===== config.mk =====
export PLATFORM = sky130hd
export DESIGN_NAME = aesRoundCore
export DESIGN_NICKNAME = d
export VERILOG_FILES = /design/src/source/aesPkg.sv /design/src/source/aesRoundCore.sv /design/src/source/shiftMixColumns.sv /design/src/source/subBytesSerial.sv /design/src/source/keyXorLoader.sv /design/src/source/aesSbox.sv
export VERILOG_INCLUDE_DIRS = /design/src /design/src/source
export SDC_FILE = /design/constraint.sdc
export NUM_CORES = 1
export LEC_CHECK = 0
export BUFFER_PORTS_ARGS = -buffer_cell sky130_fd_sc_hd__buf_2
export CORE_ASPECT_RATIO = 2
export CORE_MARGIN = 3
export CORE_UTILIZATION = 50
export CTS_CLUSTER_DIAMETER = 200
export DETAILED_ROUTE_END_ITERATION = 12
export GPL_TIMING_DRIVEN = 0
export HOLD_SLACK_MARGIN = 0.15
export MAX_ROUTING_LAYER = met4
export PLACE_DENSITY = 0.71
export SLEW_MARGIN = 20
export SYNTH_ARGS = -nofsm -noshare
export SYNTH_HDL_FRONTEND = slang
export SYNTH_HIERARCHICAL = 1
export SYNTH_SLANG_ARGS = --single-unit

===== constraint.sdc =====
create_clock -name clock -period 50.4 [get_ports clock]
set_input_delay 7.56 -clock clock [delete_from_list [all_inputs] [get_ports clock]]
set_output_delay 7.56 -clock clock [all_outputs]
set_load 0.01 [all_outputs]

===== src/source/aes_defs.svh =====
`ifndef AES_DEFS_SVH
`define AES_DEFS_SVH

// AES block geometry
// Full state, 16 bytes column-major
`define AES_STATE_WIDTH 128

// Bytes per block
`define AES_BYTES 16

// Byte counters wrap after 16 steps
`define AES_CNT_WIDTH 4

`endif

===== src/source/aesPkg.sv =====
package aesPkg;

    ////////////////////////////////////////////////////////////////////////////
    // Top-level sequencing FSM
    ////////////////////////////////////////////////////////////////////////////

    // Load bytes, substitute bytes, then one mixing step
    typedef enum logic [2:0] {
        IDLE,
        LOAD,
        SUBBYTE,
        MIXCOL
    } coreState_t;

    ////////////////////////////////////////////////////////////////////////////
    // GF(2^8) arithmetic
    ////////////////////////////////////////////////////////////////////////////

    // Multiply by x modulo x^8 + x^4 + x^3 + x + 1
    function automatic logic [7:0] xtime(input logic [7:0] b);
        return {b[6:0], 1'b0} ^ (b[7] ? 8'h1B : 8'h00);
    endfunction

endpackage


===== src/source/aesRoundCore.sv =====
`include "aes_defs.svh"

module aesRoundCore (
    input  logic                        clock,
    input  logic                        rstN,
    input  logic                        enable,
    input  logic [7:0]                  inData,
    input  logic [7:0]                  keyByte,
    output logic [`AES_STATE_WIDTH-1:0] message,
    output logic                        busy,
    output logic                        done
);
    import aesPkg::*;

    coreState_t                  state;
    coreState_t                  nextState;
    logic                        loadEn, loadLast;
    logic                        subStart, subLast;
    logic                        mixEn;
    logic [`AES_STATE_WIDTH-1:0] loadState, subState, mixState;

    ////////////////////////////////////////////////////////////////////////////
    // Sequencing FSM
    ////////////////////////////////////////////////////////////////////////////

    always_comb begin
        nextState = state;
        case (state)
            IDLE:    if (enable)   nextState = LOAD;
            LOAD:    if (loadLast) nextState = SUBBYTE;
            SUBBYTE: if (subLast)  nextState = MIXCOL;
            // Done cycle, enable still ignored here
            MIXCOL:  nextState = IDLE;
            default: nextState = IDLE;
        endcase
    end

    always_ff @(posedge clock or negedge rstN) begin
        if (!rstN) begin
            state <= IDLE;
            busy  <= 1'b0;
            done  <= 1'b0;
        end else begin
            state <= nextState;
            // High from the start edge through the done cycle
            busy  <= (nextState != IDLE);
            // Same edge as the mixed state register
            done  <= (state == SUBBYTE) && subLast;
        end
    end

    // Byte 0 is captured on the start edge itself
    // Nothing captured once the block is complete
    assign loadEn   = ((state == IDLE) && enable) || ((state == LOAD) && !loadLast);
    assign subStart = loadLast;
    assign mixEn    = subLast;

    ////////////////////////////////////////////////////////////////////////////
    // Datapath stages
    ////////////////////////////////////////////////////////////////////////////

    keyXorLoader keyLoader (
        .clock     (clock),
        .rstN      (rstN),
        .loadEn    (loadEn),
        .inData    (inData),
        .keyByte   (keyByte),
        .loadState (loadState),
        .loadLast  (loadLast)
    );

    subBytesSerial subStage (
        .clock     (clock),
        .rstN      (rstN),
        .subStart  (subStart),
        .seedState (loadState),
        .subState  (subState),
        .subLast   (subLast)
    );

    shiftMixColumns mixStage (
        .clock    (clock),
        .rstN     (rstN),
        .mixEn    (mixEn),
        .stateIn  (subState),
        .mixState (mixState)
    );

    // Mix register holds the result until the next run completes
    assign message = mixState;

endmodule


===== src/source/shiftMixColumns.sv =====
`include "aes_defs.svh"

module shiftMixColumns (
    input  logic                        clock,
    input  logic                        rstN,
    input  logic                        mixEn,
    input  logic [`AES_STATE_WIDTH-1:0] stateIn,
    output logic [`AES_STATE_WIDTH-1:0] mixState
);
    import aesPkg::*;

    logic [7:0]                  inByte  [`AES_BYTES];
    logic [7:0]                  shifted [`AES_BYTES];
    logic [7:0]                  mixed   [`AES_BYTES];
    logic [`AES_STATE_WIDTH-1:0] mixedFlat;

    ////////////////////////////////////////////////////////////////////////////
    // Byte k sits at row k mod 4, column k div 4, first byte at the top
    ////////////////////////////////////////////////////////////////////////////

    always_comb begin
        for (int k = 0; k < `AES_BYTES; k++) begin
            inByte[k] = stateIn[`AES_STATE_WIDTH-1-8*k -: 8];
        end

        // ShiftRows, row r rotated left by r columns
        for (int c = 0; c < `AES_BYTES / 4; c++) begin
            for (int r = 0; r < 4; r++) begin
                shifted[4*c+r] = inByte[4*((c+r)%4)+r];
            end
        end

        // MixColumns, circulant rows 2 3 1 1
        // Times 3 is xtime plus the byte itself
        for (int c = 0; c < `AES_BYTES / 4; c++) begin
            for (int r = 0; r < 4; r++) begin
                mixed[4*c+r] = xtime(shifted[4*c+r])
                             ^ xtime(shifted[4*c+(r+1)%4]) ^ shifted[4*c+(r+1)%4]
                             ^ shifted[4*c+(r+2)%4]
                             ^ shifted[4*c+(r+3)%4];
            end
        end

        for (int k = 0; k < `AES_BYTES; k++) begin
            mixedFlat[`AES_STATE_WIDTH-1-8*k -: 8] = mixed[k];
        end
    end

    // Result register, held between runs as the visible message
    always_ff @(posedge clock or negedge rstN) begin
        if (!rstN) begin
            mixState <= '0;
        end else if (mixEn) begin
            mixState <= mixedFlat;
        end
    end

endmodule


===== src/source/subBytesSerial.sv =====
`include "aes_defs.svh"

module subBytesSerial (
    input  logic                        clock,
    input  logic                        rstN,
    input  logic                        subStart,
    input  logic [`AES_STATE_WIDTH-1:0] seedState,
    output logic [`AES_STATE_WIDTH-1:0] subState,
    output logic                        subLast
);

    logic [`AES_STATE_WIDTH-1:0] stateReg;
    logic [`AES_STATE_WIDTH-1:0] rotSrc;
    logic [`AES_CNT_WIDTH-1:0]   stepCnt;
    logic [7:0]                  sboxOut;
    logic                        stepEn;

    // Seed goes straight through the S-box at the start edge
    // That start edge is step one of sixteen
    assign rotSrc = subStart ? seedState : stateReg;
    assign stepEn = subStart || (stepCnt != '0);

    // Single shared S-box on the top byte
    aesSbox sbox (
        .byteIn  (rotSrc[`AES_STATE_WIDTH-1 -: 8]),
        .byteOut (sboxOut)
    );

    // Substituted byte drops to the bottom
    // Sixteen rotations put every byte back in place
    always_ff @(posedge clock) begin
        if (stepEn) begin
            stateReg <= {rotSrc[`AES_STATE_WIDTH-9:0], sboxOut};
        end
    end

    ////////////////////////////////////////////////////////////////////////////
    // Step counter, nonzero while a run is in progress
    ////////////////////////////////////////////////////////////////////////////

    always_ff @(posedge clock or negedge rstN) begin
        if (!rstN) begin
            stepCnt <= '0;
            subLast <= 1'b0;
        end else begin
            if (subStart) begin
                stepCnt <= `AES_CNT_WIDTH'(1);
            end else if (stepCnt != '0) begin
                stepCnt <= stepCnt + 1'b1;
            end
            // Count 15 means the sixteenth step is on this edge
            subLast <= !subStart && (stepCnt == `AES_CNT_WIDTH'(`AES_BYTES - 1));
        end
    end

    assign subState = stateReg;

endmodule


===== src/source/keyXorLoader.sv =====
`include "aes_defs.svh"

module keyXorLoader (
    input  logic                        clock,
    input  logic                        rstN,
    input  logic                        loadEn,
    input  logic [7:0]                  inData,
    input  logic [7:0]                  keyByte,
    output logic [`AES_STATE_WIDTH-1:0] loadState,
    output logic                        loadLast
);

    ////////////////////////////////////////////////////////////////////////////
    // Byte counter
    ////////////////////////////////////////////////////////////////////////////

    logic [`AES_CNT_WIDTH-1:0] byteCnt;
    logic                      lastByte;

    // Sixteenth byte of the block is being captured
    assign lastByte = loadEn && (byteCnt == `AES_CNT_WIDTH'(`AES_BYTES - 1));

    always_ff @(posedge clock or negedge rstN) begin
        if (!rstN) begin
            byteCnt  <= '0;
            loadLast <= 1'b0;
        end else begin
            // Wraps to zero after the last byte
            if (loadEn) begin
                byteCnt <= byteCnt + 1'b1;
            end
            // One-cycle pulse once the block is complete
            loadLast <= lastByte;
        end
    end

    ////////////////////////////////////////////////////////////////////////////
    // Initial AddRoundKey shift register
    ////////////////////////////////////////////////////////////////////////////

    logic [`AES_STATE_WIDTH-1:0] xorState;

    // New byte enters at the bottom, oldest byte ends up at the top
    always_ff @(posedge clock) begin
        if (loadEn) begin
            xorState <= {xorState[`AES_STATE_WIDTH-9:0], inData ^ keyByte};
        end
    end

    // Held after the last byte for the substitution stage
    assign loadState = xorState;

endmodule


===== src/source/aesSbox.sv =====
module aesSbox (
    input  logic [7:0] byteIn,
    output logic [7:0] byteOut
);
    import aesPkg::*;

    // Shift-and-add product, one xtime per bit of b
    function automatic logic [7:0] gfMul(input logic [7:0] a, input logic [7:0] b);
        logic [7:0] acc;
        logic [7:0] term;
        acc  = 8'h00;
        term = a;
        for (int i = 0; i < 8; i++) begin
            if (b[i]) begin
                acc = acc ^ term;
            end
            term = xtime(term);
        end
        return acc;
    endfunction

    // Power chain towards x^254, which is the inverse (and maps 0 to 0)
    logic [7:0] p2, p3, p6, p12, p15, p30, p60, p120, p240, p252, inv;

    assign p2   = gfMul(byteIn, byteIn);
    assign p3   = gfMul(p2, byteIn);
    assign p6   = gfMul(p3, p3);
    assign p12  = gfMul(p6, p6);
    assign p15  = gfMul(p12, p3);
    assign p30  = gfMul(p15, p15);
    assign p60  = gfMul(p30, p30);
    assign p120 = gfMul(p60, p60);
    assign p240 = gfMul(p120, p120);
    assign p252 = gfMul(p240, p12);
    assign inv  = gfMul(p252, p2);

    // Affine transform
    // XOR of the inverse with its four left rotations, then constant 0x63
    assign byteOut = inv
                   ^ {inv[6:0], inv[7]}
                   ^ {inv[5:0], inv[7:6]}
                   ^ {inv[4:0], inv[7:5]}
                   ^ {inv[3:0], inv[7:4]}
                   ^ 8'h63;

endmodule


Yosys cells after proc, flatten, opt, wreduce, memory -nomap -nowiden. Cells that the tools add are included. W data, S select, Z words.

Output and inout bits: 130. Bits of input ports: 19. Word-level logic and storage cells: 456. Register bits after elaboration: 399.

Reduce and logical (&&, ||, !) cells: 12. Bitwise operators: 240. Muxes and demuxes: 188. Equal/unequal tests: 4. Add/sub/neg operators: 2.

Operators with widths (number): $xor A8 B8 Y8 (162); $mux W8 (88); $xor A8 B5 Y8 (77); $mux W5 (93); $mux W128 (1); $mux W3 (3); $pmux W3 S3 (1); $add A4 B1 Y4 const B (2); $eq A4 B4 Y1 const B (2); $mux W4 (2); $logic_and A1 B1 Y1 (5); $not A4 Y4 (1); $reduce_bool A4 Y1 (1); $eq A3 B1 Y1 const B (1); $eq A3 B2 Y1 const B (1); $logic_not A3 Y1 (1); $reduce_bool A3 Y1 (1); $logic_or A1 B1 Y1 (2); $reduce_bool A2 Y1 (1); $logic_not A1 Y1 (1).

Depth between registers and ports, before layout. Gate-level depths: netlist of run 1.

Depth in word-level cells: 182. Depth in mapped cells: 79. Mapped depth without buffers: 65.

Hierarchy. The synthesis of run 1 kept the hierarchy.

Modules (own cells, without submodules): aesSbox (seq. area each 0.0 sq um, area an instance 10839.1 sq um, cells an instance 1346, instances 1); shiftMixColumns (seq. area each 3203.1 sq um, area an instance 8640.8 sq um, cells an instance 716, instances 1); subBytesSerial (seq. area each 3968.8 sq um, area an instance 5873.1 sq um, cells an instance 295, instances 1); keyXorLoader (seq. area each 3968.8 sq um, area an instance 4106.4 sq um, cells an instance 150, instances 1); aesRoundCore (seq. area each 125.1 sq um, area an instance 201.4 sq um, cells an instance 18, instances 1).

Worst setup path before layout of run 1. Ideal clock, no wire load.

Kind: register to register. From: register keyLoader.loadLast. To: register subStage.stateReg[4] (netlist: subStage/subState[4]) (data pin). Path buffers: 12. Cell stages (with the launch flop): 71. Library setup time: 268 ps. Arrival: 18025 ps. Path slack: 32107 ps. Data required time: 50132 ps. Clock period less this slack: 18293 ps. Path through: dfrtp_1 buf_6 buf_6 buf_6 mux2_4 ha_1 buf_4 xor3_1 nand2_1 xor2_2 xnor3_1 xnor2_1 and3_1 a221oi_1 xor3_1 inv_2 buf_1 ha_1 [35 not listed] ha_1 xor3_1 or3_1 a21oi_1 a211oi_1 nor2_2 xnor3_1 mux2_2 a22oi_1 xnor3_2 xnor2_4 xor2_4 xnor2_1 nor2_2 xnor3_1 xnor3_2 xnor2_2 xnor3_1.

Cells in the longest elaborated chain, start to end: 174. Elaborated cells between the ends (all ways): 324. Classes of those cells: mux (166); bitwise (158).

RTL lines: start, declared (line keyXorLoader.sv:10) `output logic loadLast`; start signal, assigned (line keyXorLoader.sv:33) `loadLast <= lastByte;`; $mux W128 * (line subBytesSerial.sv:20) `assign rotSrc = subStart ? seedState : stateReg;`; via subStage.rotSrc[120] (line subBytesSerial.sv:13) `` logic [`AES_STATE_WIDTH-1:0] rotSrc; ``; $mux W8 (line aesSbox.sv:14) `if (b[i]) begin`; $xor A8 B8 Y8 (line aesSbox.sv:15) `acc = acc ^ term;`; $mux W8 (line aesSbox.sv:14); $xor A8 B8 Y8 (line aesSbox.sv:15); $mux W8 (line aesSbox.sv:14); $xor A8 B8 Y8 (line aesSbox.sv:15); [160 not listed]; $mux W8 (line aesSbox.sv:14); $xor A8 B8 Y8 (line aesSbox.sv:15); $mux W8 * (line aesSbox.sv:14); $xor A8 B8 Y8 (line aesSbox.sv:40) `^ {inv[6:0], inv[7]}`; $xor A8 B8 Y8 (line aesSbox.sv:41) `^ {inv[5:0], inv[7:6]}`; $xor A8 B8 Y8 (line aesSbox.sv:42) `^ {inv[4:0], inv[7:5]}`; $xor A8 B8 Y8 * (line aesSbox.sv:43) `^ {inv[3:0], inv[7:4]}`; via subStage.sboxOut[4] (line subBytesSerial.sv:15) `logic [7:0] sboxOut;`; end signal, assigned (line subBytesSerial.sv:33) `` stateReg <= {rotSrc[`AES_STATE_WIDTH-9:0], sboxOut}; ``; end, declared (line subBytesSerial.sv:12) `` logic [`AES_STATE_WIDTH-1:0] stateReg; ``.

Mark *: on every way through the listed nets, which the timed path passes. The rest lies on a longest branch. A chain may end at the register's enable or synchronous reset.

Final worst setup path of run 1.
From: register keyLoader.loadLast. To: register subStage.stateReg[7] (netlist: subStage/subState[7]) (data pin).

Cells in the longest elaborated chain, start to end: 174. Elaborated cells between the ends (all ways): 324. Classes of those cells: mux (166); bitwise (158).

RTL lines (line): $mux W128 * (subBytesSerial.sv:20); via subStage.rotSrc[120] (subBytesSerial.sv:13); $mux W8 (aesSbox.sv:14); $xor A8 B8 Y8 (aesSbox.sv:15); $mux W8 (aesSbox.sv:14); $xor A8 B8 Y8 (aesSbox.sv:15); $mux W8 (aesSbox.sv:14); $xor A8 B8 Y8 (aesSbox.sv:15); [160 not listed]; $mux W8 (aesSbox.sv:14); $xor A8 B8 Y8 (aesSbox.sv:15); $mux W8 * (aesSbox.sv:14); $xor A8 B8 Y8 (aesSbox.sv:40); $xor A8 B8 Y8 (aesSbox.sv:41); $xor A8 B8 Y8 (aesSbox.sv:42); $xor A8 B8 Y8 * (aesSbox.sv:43); via subStage.sboxOut[7] (subBytesSerial.sv:15).

Marks and branches as above.

==> results.txt, run 1 <==
The site row count is 125. The post-CTS setup-driven buffer insertion count came out at 0. The peak per-stage delay on the critical path is 0.84 ns. The final critical-path share of the clock period came out at 46.5%. The final critical path time including I/O delays and setup is 23.42 ns. The die outline width came out at 178 um. The cell area after synthesis is 29700 um^2. The all-layer global routing usage is 28.8%.

The final clock skew came out at 0.0146 ns. The clock-pin slew on the worst setup and hold paths is 0.08 ns. The final routed wirelength across all metal layers came out at 88100 um.

The number of instances resized during post-cts repair is 0. Along the worst path, the maximum fanout reaches 10. The count of flip-flops with a built-in enable after synthesis came out at 256. Summed over all instances, the cell type with the most area after synthesis is edfxtp_1.

The maximum operating frequency came out at 0.0427 GHz. The kind of launch point of the worst setup path is a flop. Among all flip-flop cells after synthesis, the most frequent one is edfxtp_1.

The arrival time of data at the critical path endpoint came out at 23.74 ns. For this block, the initial DRC count from the detailed router was 1169. The total grt overflow is 0.

The average cell area after synthesis is 11.7 um^2. The starting density of the core is 50.8%. The detailed-routing iteration count for the pre-antenna-repair pass is 5. Setup repair after global routing left no endpoint under its margin. By instance count, the cell type seen most on the critical path is xnor2_1. The number of ports placed on the die boundary came out at 149. The HPWL after detailed placement is 70800 um.

Setup total negative slack on the finished layout was measured at 0 ns. Yosys attributes the largest share of cell area to edfxtp_1 26%, xnor2_1 19%, dfrtp_1 12%. The post-synthesis cell type count is 101.

The area enclosed by the die boundary came out at 62500 um^2. The via density per instance is 5.74. The actual transition at the worst max-transition pin came out at 1.24 ns. The relative slew slack came out at 16.6%. After Yosys synthesis, and, or, nand and nor cells account for 7.63% of the synthesized area.

The number of levels in the clock H-tree came out at 1. The residual DRC count came out at 0. The routability-driven placement congestion ratio is 0.982. The adder and majority cell fraction of the synthesized area came out at 0.422%. The number of hold buffers added after CTS was 0.

In the synthesized netlist the async set-or-reset flop fraction comes to 35.8%. The proportion of synthesized area in mux cells came out at 12.2%. The synthesized-area fraction occupied by ao, oa, aoi and oai cells came out at 6.29%. Max-cap violations in this run came to 0.

STA classifies the critical path endpoint as a flop. The TritonCTS buffer count is 29. The number of clock sinks is 399. The number of warnings issued by yosys is 6. Entering global routing, the biggest net connects 86 pins. The area share of the largest cell type after synthesis is 25.9%.

The clock root buffer is clkbuf_16. The routed wire length per instance is 25.2 um. The area inside the core boundary came out at 58300 um^2. The number of max-slew violations in the final report is 0. Summing over every cut layer, the via total after detailed routing is 20076.

The number of nets in the final layout came out at 2742. Synthesis handed over a netlist of 2525 instances. The height of the die is 350 um.

The hold violation count in the final report came to 0. The area added between synthesis and finish is 9.66%. The number of setup violations in the final report came out at 0. The sequential fraction of the synthesis area is 38.0%. No sink is reached through more buffers than the 3 on the longest clock path.

At the worst endpoint, the required time is 50.72 ns. The worst setup path is of the flop to flop kind. The number of antenna violations at the first check in global routing was 0. The clock latency at the later pin of the worst-skew pair is 0.58 ns. By area, the combinational part of the netlist is dominated by XOR/XNOR gates. In this run the tool buffered the top-level ports with 148 buffer cells. The post-route netlist has 23.1% of its cells at a drive strength greater than 1.

The path class of the tightest hold or removal check is flop to flop. The number of global-route vias before repair came out at 21237. The synthesis-stage register bit count came out at 399. The slowest stage of the critical path belongs to the cell xnor2_1.

The flow ran to the end, and the final reports show no timing, DRC or antenna violations. The post-synthesis net count came out at 2554. The post-synthesis share of cell area spent on xor and xnor gates is 33.1%.

In this run the remaining antenna-violating nets after routing total 0. The first-pass GRT wire length is 130000 um. TritonCTS built the clock tree.
-- cells in the final DEF (no fill, tap or decap), types with 10 or more instances in the layout --
cell type and count:
xnor2_1 626, edfxtp_1 256, mux2_2 210, buf_2 190, xor2_1 161, nor2_1 153, dfrtp_1 143, nand2_1 126
a21oi_1 63, xnor3_1 59, mux2_4 54, clkbuf_1 50, mux2i_1 41, nor3_1 34, xnor2_2 34, o21ai_0 32
clkbuf_16 30, nand3_1 30, inv_1 21, nand2b_1 19, o22ai_1 18, a211oi_1 17, nor2b_1 16, xor3_1 16
and3_1 15, or3_1 13, o211ai_1 13, xor2_2 12, a31oi_1 12, buf_6 11, buf_4 11, and2_1 11
a21o_1 11, ha_1 10, o21ai_1 10
-- layout make-up --
type	instances	area, um^2
fill	4933	25800
antenna	1	2.50
inverter	24	90.1
clock inverter	19	123
buffer	121	633
clock buffer	34	776
tap	762	953
sequential	399	11300
timing repair buffer	157	958
multi-input combinational	1981	17700
-- synth_stat cells, types with 10 or more instances --
cell	count
xnor2_1	630
edfxtp_1	256
mux2_2	210
xor2_1	162
nor2_1	154
dfrtp_1	143
nand2_1	126
a21oi_1	63
xnor3_1	59
mux2_4	54
clkbuf_1	47
buf_2	43
mux2i_1	41
nor3_1	34
o21ai_0	32
nand3_1	30
xnor2_2	30
nand2b_1	20
inv_1	19
o22ai_1	18
a211oi_1	17
nor2b_1	16
xor3_1	16
and3_1	15
o211ai_1	13
or3_1	13
a31oi_1	12
a21o_1	11
and2_1	11
buf_4	11
buf_6	11
xor2_2	11
ha_1	10
o21ai_1	10
-- metal layers --
metal | up-vias | track usage (%) | wire, um
li1 | 9149 | - | -
met2 | 665 | 55.7 | 50000
met4 | 0 | 22.6 | 8650
met5 | - | - | 0
met1 | 9921 | 24.2 | 26500
met3 | 341 | 2.72 | 2970
-- critical path, delay by kind of cell, from the launching register on --
| kind | cells | cell delay [ns] |
|---|---|---|
| XOR/XNOR | 35 | 14.40 |
| buffers and inverters | 17 | 4.07 |
| adder cells (fa/ha/maj) | 6 | 1.85 |
| AO/OA/AOI/OAI | 5 | 1.12 |
| AND/OR/NAND/NOR | 7 | 0.89 |
| flip-flops | 1 | 0.39 |
| multiplexers | 1 | 0.34 |
-- stage by stage --
step | hold WS (ns) | std cells | area (um^2) | setup slack [ns] | util (%)
after CTS | 0.445 | 3497 | 32500 | 27.16 | 55.7
after detailed placement | 0.427 | 3444 | 31600 | 27.29 | 54.2
final | 0.443 | 3498 | 32500 | 26.98 | 55.8
after global placement | 0.424 | 3435 | 31400 | 27.47 | 53.7
after floorplan | 0.420 | 2525 | 29700 | 32.11 | -
after global routing | 0.456 | 3497 | 32500 | 25.77 | 55.8
-- cells by family (layout without fill, tap and decap cells) --
family | Yosys count | count (layout)
simple gates | 476 | 476
other cells | 1 | 2
fa+ha+maj | 10 | 10
flops | 399 | 399
buf+inv | 145 | 355
compound gates | 260 | 260
mux | 307 | 307
xor+xnor | 927 | 927
-- final timing paths --
check,from,to,slack [ns],depth (start not counted)
worst max-delay path,keyLoader/loadLast,subStage/subState[7],26.98,71
worst min-delay path,keyLoader/loadState[27],keyLoader/loadState[35],0.44,0
worst max register to register,keyLoader/loadLast,subStage/subState[7],26.98,71
worst min register to register,keyLoader/loadState[27],keyLoader/loadState[35],0.44,0
max in group asynchronous,rstN,mixStage/mixState[63],42.66,2
min in group asynchronous,rstN,mixStage/mixState[75],6.90,1
-- sequential cells by signal, indices dropped and copies added, names as in the netlist, 3 cells and up --
name,cells
state,3
subStage/stepCnt,4
keyLoader/byteCnt,4
subStage/subState,128
mixStage/mixState,128
keyLoader/loadState,128
Power of run 1 is left out: the tool's default activity adds up to more than one toggle a clock period on the data nets, which glitch-free logic cannot reach.
==> run 2: changes to the inputs <==
- clock period: 50.4 -> 22.1 ns (I/O delays scaled with it)
==> run 2 against run 1 <==
First-iteration DRC count rose by 5.0%. Non-clock buffer count unchanged. Cell count barely moved. Critical path depth fell by 2. Largest cell class unchanged. Worst setup slack worse by 26 ns. Core utilization is 0.41 points higher.
==> results.txt, run 2 (synthesis gave the netlist of run 1 again) <==
The number of levels in the clock H-tree is 1. For this run, the slowest stage of the critical path takes 0.58 ns. The hold violation count in the final report is 0.

0 antenna diodes ended up in the layout. The clock root buffer is clkbuf_16. The clock-pin slew on the worst setup and hold paths came out at 0.08 ns. The reg-to-reg startpoint is keyLoader/loadLast.

The global routing met2 resource utilization came out at 55.6%. In this design, the critical path's most frequently occurring cell is xnor2_1. The global-route met1 utilization is 24.2%. The hold slack is 0.443 ns. Once the floorplan was initialized, standard cells occupied 50.8% of the core.

STA classifies the critical path startpoint as a flop. The detailed-routing iteration count for the pre-antenna-repair pass is 5. Subtracting the final worst setup slack from the clock period gives 21.13 ns. The number of antenna violations at the first check in global routing came to 0.

The final routed wirelength across all metal layers is 88300 um. Setup repair after global routing left no endpoint under its margin. The count of max-cap constraint violations came out at 0. The library cells used most frequently in the layout, excluding fill and tap cells, are 612 x xnor2_1, 256 x edfxtp_1, 210 x mux2_2. In the global route stage, overall resource usage came out at 28.8%. The final clock skew is 0.0127 ns.

The clock tree from TritonCTS is built. The required time of the worst setup path came out at 22.41 ns. The number of nets in the final layout is 2742. The site row count came out at 125. The startpoint of the worst hold path is keyLoader/loadState[27]. The area enclosed by the die boundary is 62500 um^2. The count of nets left with antenna violations after detail routing is 0. The worst path uses 95.6% of the clock period. The number of max-slew violations in the final report is 0.

The area inside the core boundary came out at 58300 um^2. The area added between synthesis and finish came out at 10.5%. The routed layout has 20103 vias. The total grt overflow is 0. From left edge to right edge, the die measures 178 um. The relative slew slack came out at 19.4%. The global routing met3 resource utilization is 2.73%.

The routed wire length per instance came out at 25.2 um. The critical path starts at keyLoader/loadLast. In this run the worst path has a maximum fanout of 10. The clock latency at the later pin of the worst-skew pair is 0.58 ns. The height of the die is 350 um. The number of global-route vias before repair came to 21282. The standard cell with the maximum stage delay on the critical path is xor3_1. The number of setup violations in the final report is 0. The kind of critical path is flop to flop.

Entering global routing, the biggest net connects 86 pins. The first-pass GRT wire length came out at 130000 um. The number of fillers in the final layout is 4914. In this run the tool buffered the top-level ports with 148 buffer cells. The buffer levels on the longest clock path is 3. The worst setup path is captured at a flop. Detailed placement ended at an HPWL of 70800 um. The number of ports placed on the die boundary is 149. Derived from the worst setup path, the maximum achievable clock frequency is 0.0473 GHz. At the end of routability-driven placement, the weighted congestion stood at 0.982. Cells with a size suffix above 1 make up 24.0% of the layout.

After global routing, the most crowded layer is met2. The initial detailed-routing violation count came out at 1227. The run finished with clean final reports. Buffers inserted during clock tree synthesis total 29. After detailed routing, the number of remaining DRC violations is 0. The path class of the tightest hold or removal check is flop to flop. The number of clock sinks came out at 399.

The actual transition at the worst max-transition pin came out at 1.20 ns. The library cell used most frequently in the layout, excluding fill and tap cells, is xnor2_1. The via density per instance is 5.75. Data arrives at the worst endpoint at 21.44 ns.
run 2: changes by cell type in the layout (fill, tap and decap cells not counted), sizes merged:
cell / change
clkbuf: +1
diode: -1
buf: -1
run 2: path summary, 6_finish.rpt:
check | end | slack [ns] | depth (start not counted)
setup / recovery | subStage/subState[1] | 0.97 | 69
hold / removal | keyLoader/loadState[35] | 0.44 | 0
setup reg to reg | subStage/subState[1] | 0.97 | 69
hold reg to reg | keyLoader/loadState[35] | 0.44 | 0
max in group asynchronous | mixStage/mixState[63] | 18.60 | 2
min in group asynchronous | mixStage/mixState[91] | 2.66 | 1
run 2: repair_timing:
action | in CTS | in global routing
resized for setup | 13 | 22
setup endpoints to repair | 8 | 8
pin swaps | 0 | 1
setup buffers | 0 | 0
hold buffers | 0 | 0
run 2: metal layers:
layer	wire, um	share of wire, %
met1	26300	30
met2	50200	57
met3	2990	3.4
met4	8750	9.9
met5	0	0
run 2: critical path: cells and delay by family (launching register included):
family	cells	cell delay, ns
AOI/OAI and AO/OA	6	1.68
muxes	3	0.89
adders and majority gates	4	1.30
DFF	1	0.39
xor gates and xnor gates	32	11.89
and+or+nand+nor	10	1.66
buffers and inverters	14	3.00
run 2: through the flow:
step | TNS [ns] | area [um^2] | setup slack (ns) | utilization [%] | instances
finish | 0 | 32800 | 0.973 | 56.2 | 3497
global route | 0 | 32800 | 0.00142 | 56.2 | 3497
CTS | 0 | 32600 | 0.232 | 55.9 | 3497
detailed placement | -7.20 | 31600 | -1.01 | 54.2 | 3444
global placement | -5.71 | 31400 | -0.832 | 53.7 | 3435
floorplan | 0 | 29700 | 3.81 | - | 2525
run 2: final cells by class:
cell class                      instances  area (um^2)  area share, %
Buffer                                121          639           1.95
Multi-Input combinational cell       1981        18000           54.8
Inverter                               24         90.1          0.275
Clock inverter                         19          123          0.374
Clock buffer                           34          776           2.37
Timing Repair Buffer                  157          958           2.93
Tap cell                              762          953           2.91
Sequential cell                       399        11300           34.4
Power of run 2 is left out for the same reason.
==> run 3: changes to the inputs <==
- PLACE_DENSITY: 0.71 -> 0.74
==> run 3 against run 2 <==
Worst setup slack worse by 0.24 ns. Core utilization up 0.082 points. Design area is 0.14% higher. Fmax decreased by 1.1%. Clock skew rose by 0.0057 ns. Cell count up 0.11%. Critical path type unchanged. Register-to-register slack lost 0.24 ns.
==> results.txt, run 3 (synthesis gave the netlist of run 1 again) <==
After detailed routing, the total wire length is 88200 um. The die is 178 um wide. The design area is 32800 um^2. The clock root buffer is clkbuf_16.

The pin count of the biggest net entering global routing came out at 85. The peak per-stage delay on the critical path came out at 0.70 ns. In this run the remaining antenna-violating nets after routing total 0. The number of max-slew violations in the final report came to 0.

For the worst setup path, the data arrival time is 21.70 ns. The first-pass GRT wire length came out at 130000 um. The residual DRC count came out at 0. In this run the number of H-tree levels came out at 1. The final critical path time including I/O delays and setup came out at 21.37 ns.

The clock passes through at most 3 buffers. Buffers inserted during clock tree synthesis total 29. The highest-utilization routing layer at the global route stage is met2. In this run the tightest slew margin relative to its limit is 17.1%. Once placement completed, the tool counted placed cells totaling 3444. The number of clock sinks came out at 399. The via count came out at 20258. The proportion of layout cells with a drive suffix above 1 came out at 24.1%. The via density per instance came out at 5.79.

The number of antenna violations at the first check in global routing is 1. The kind of launch point of the worst setup path is a flop. Setup violations remaining at the end of the flow were counted as 0. The number of ports placed on the die boundary came out at 149.

The clock tree from TritonCTS is built. The number of port buffers is 148. The congestion estimate from routability-driven global placement came to 0.966. The post-route non-filler standard cell count came out at 3501. The detailed-routing iteration count for the pre-antenna-repair pass came out at 5. The clock arrives with 0.0184 ns of skew. The run finished with clean final reports. The clock-pin slew on the worst setup and hold paths is 0.08 ns. The critical path is of the flop to flop type. The hold violation count in the final report came to 0. The maximum operating frequency is 0.0468 GHz. The number of global-route vias before repair came out at 21419.

The site row count came out at 125. After the first detailed-routing iteration, the DRC count stood at 1096. STA classifies the critical path endpoint as a flop.

The largest individual stage delay along the critical path comes from the cell clkbuf_1. The required time of the worst setup path came out at 22.43 ns. In this run the standard cell core region covers 58300 um^2.

The number of hold buffers added after CTS is 0. The global-route met1 utilization came out at 24.0%. The clock latency at the later pin of the worst-skew pair came out at 0.59 ns. Leaving out fill and tap cells, the most frequent cell in the layout is xnor2_1. The number of nets in the final layout came out at 2746. Global routing used 55.5% of the available met2 tracks. From synthesis to final layout, the design area changed by 10.6%. Global routing consumed, on the met3 layer, 1.99% of the routing resources. The instance area at placement came out at 31600 um^2. The worst min-delay path class is flop to flop. The area enclosed by the die boundary came out at 62500 um^2.

The height of the die is 350 um. The routed wire length per instance is 25.2 um. The actual transition at the worst max-transition pin is 1.23 ns. The top fanout value on the critical path came out at 10.

The top cell types in the final layout, fill and taps aside, are 614 x xnor2_1, 256 x edfxtp_1, 210 x mux2_2. The final critical-path share of the clock period is 96.7%. Detailed placement ended at an HPWL of 70600 um.

The count of max-cap constraint violations came out at 0. The starting density of the core came out at 50.8%. For this run, the total global-route usage over all layers was measured as 28.7%. The total grt overflow is 0. The most prevalent standard cell on the critical path is xnor3_1.
-- run 3: final timing paths --
kind / end / slack, ns / cells after the start / startpoint
max reg2reg: subStage/subState[7] / 0.73 / 69 / keyLoader/loadLast
max: subStage/subState[7] / 0.73 / 69 / keyLoader/loadLast
min: keyLoader/loadState[66] / 0.45 / 0 / keyLoader/loadState[58]
max in group asynchronous: mixStage/mixState[50] / 18.59 / 2 / rstN
min reg2reg: keyLoader/loadState[66] / 0.45 / 0 / keyLoader/loadState[58]
min in group asynchronous: mixStage/mixState[102] / 2.66 / 1 / rstN
-- run 3: timing repair --
action,4_1_cts,5_1_grt
pin swaps,0,4
endpoints found under the hold margin,0,0
setup endpoints to repair,8,8
buffers inserted,0,4
gates resized for setup,9,25
-- run 3: critical path, delay by kind of cell, from the launching register on --
kind                       cells  cell delay [ns]
AOI/OAI and AO/OA             10             2.89
xor gates and xnor gates      25             9.46
adders and majority gates      4             1.14
buffers and inverters         17             4.20
DFF                            1             0.44
muxes                          2             0.76
and+or+nand+nor               11             2.17
-- run 3: metal layers --
metal | share of wire, % | wire [um]
met5 | 0 | 0
met4 | 11 | 9360
met3 | 3.2 | 2850
met2 | 56 | 49800
met1 | 30 | 26300
-- run 3: per-stage QoR --
stage	setup slack, ns	TNS (ns)	hold WS [ns]	utilization [%]
after floorplan	3.81	0	0.420	-
after detailed placement	-1.02	-7.33	0.429	54.2
after global placement	-0.965	-6.86	0.424	53.7
after global routing	-0.0191	-0.0191	0.456	56.2
final	0.731	0	0.448	56.2
after CTS	0.0806	0	0.446	55.9
-- run 3: final cells by class --
class | instances | area (um^2)
Tap cell | 762 | 953
Sequential cell | 399 | 11300
Multi-Input combinational cell | 1981 | 17900
Timing Repair Buffer | 161 | 982
Clock inverter | 19 | 223
Inverter | 24 | 90.1
Clock buffer | 33 | 751
Buffer | 121 | 638
Fill cell | 4754 | 25500
Antenna cell | 1 | 2.50
Power of run 3 is left out for the same reason.
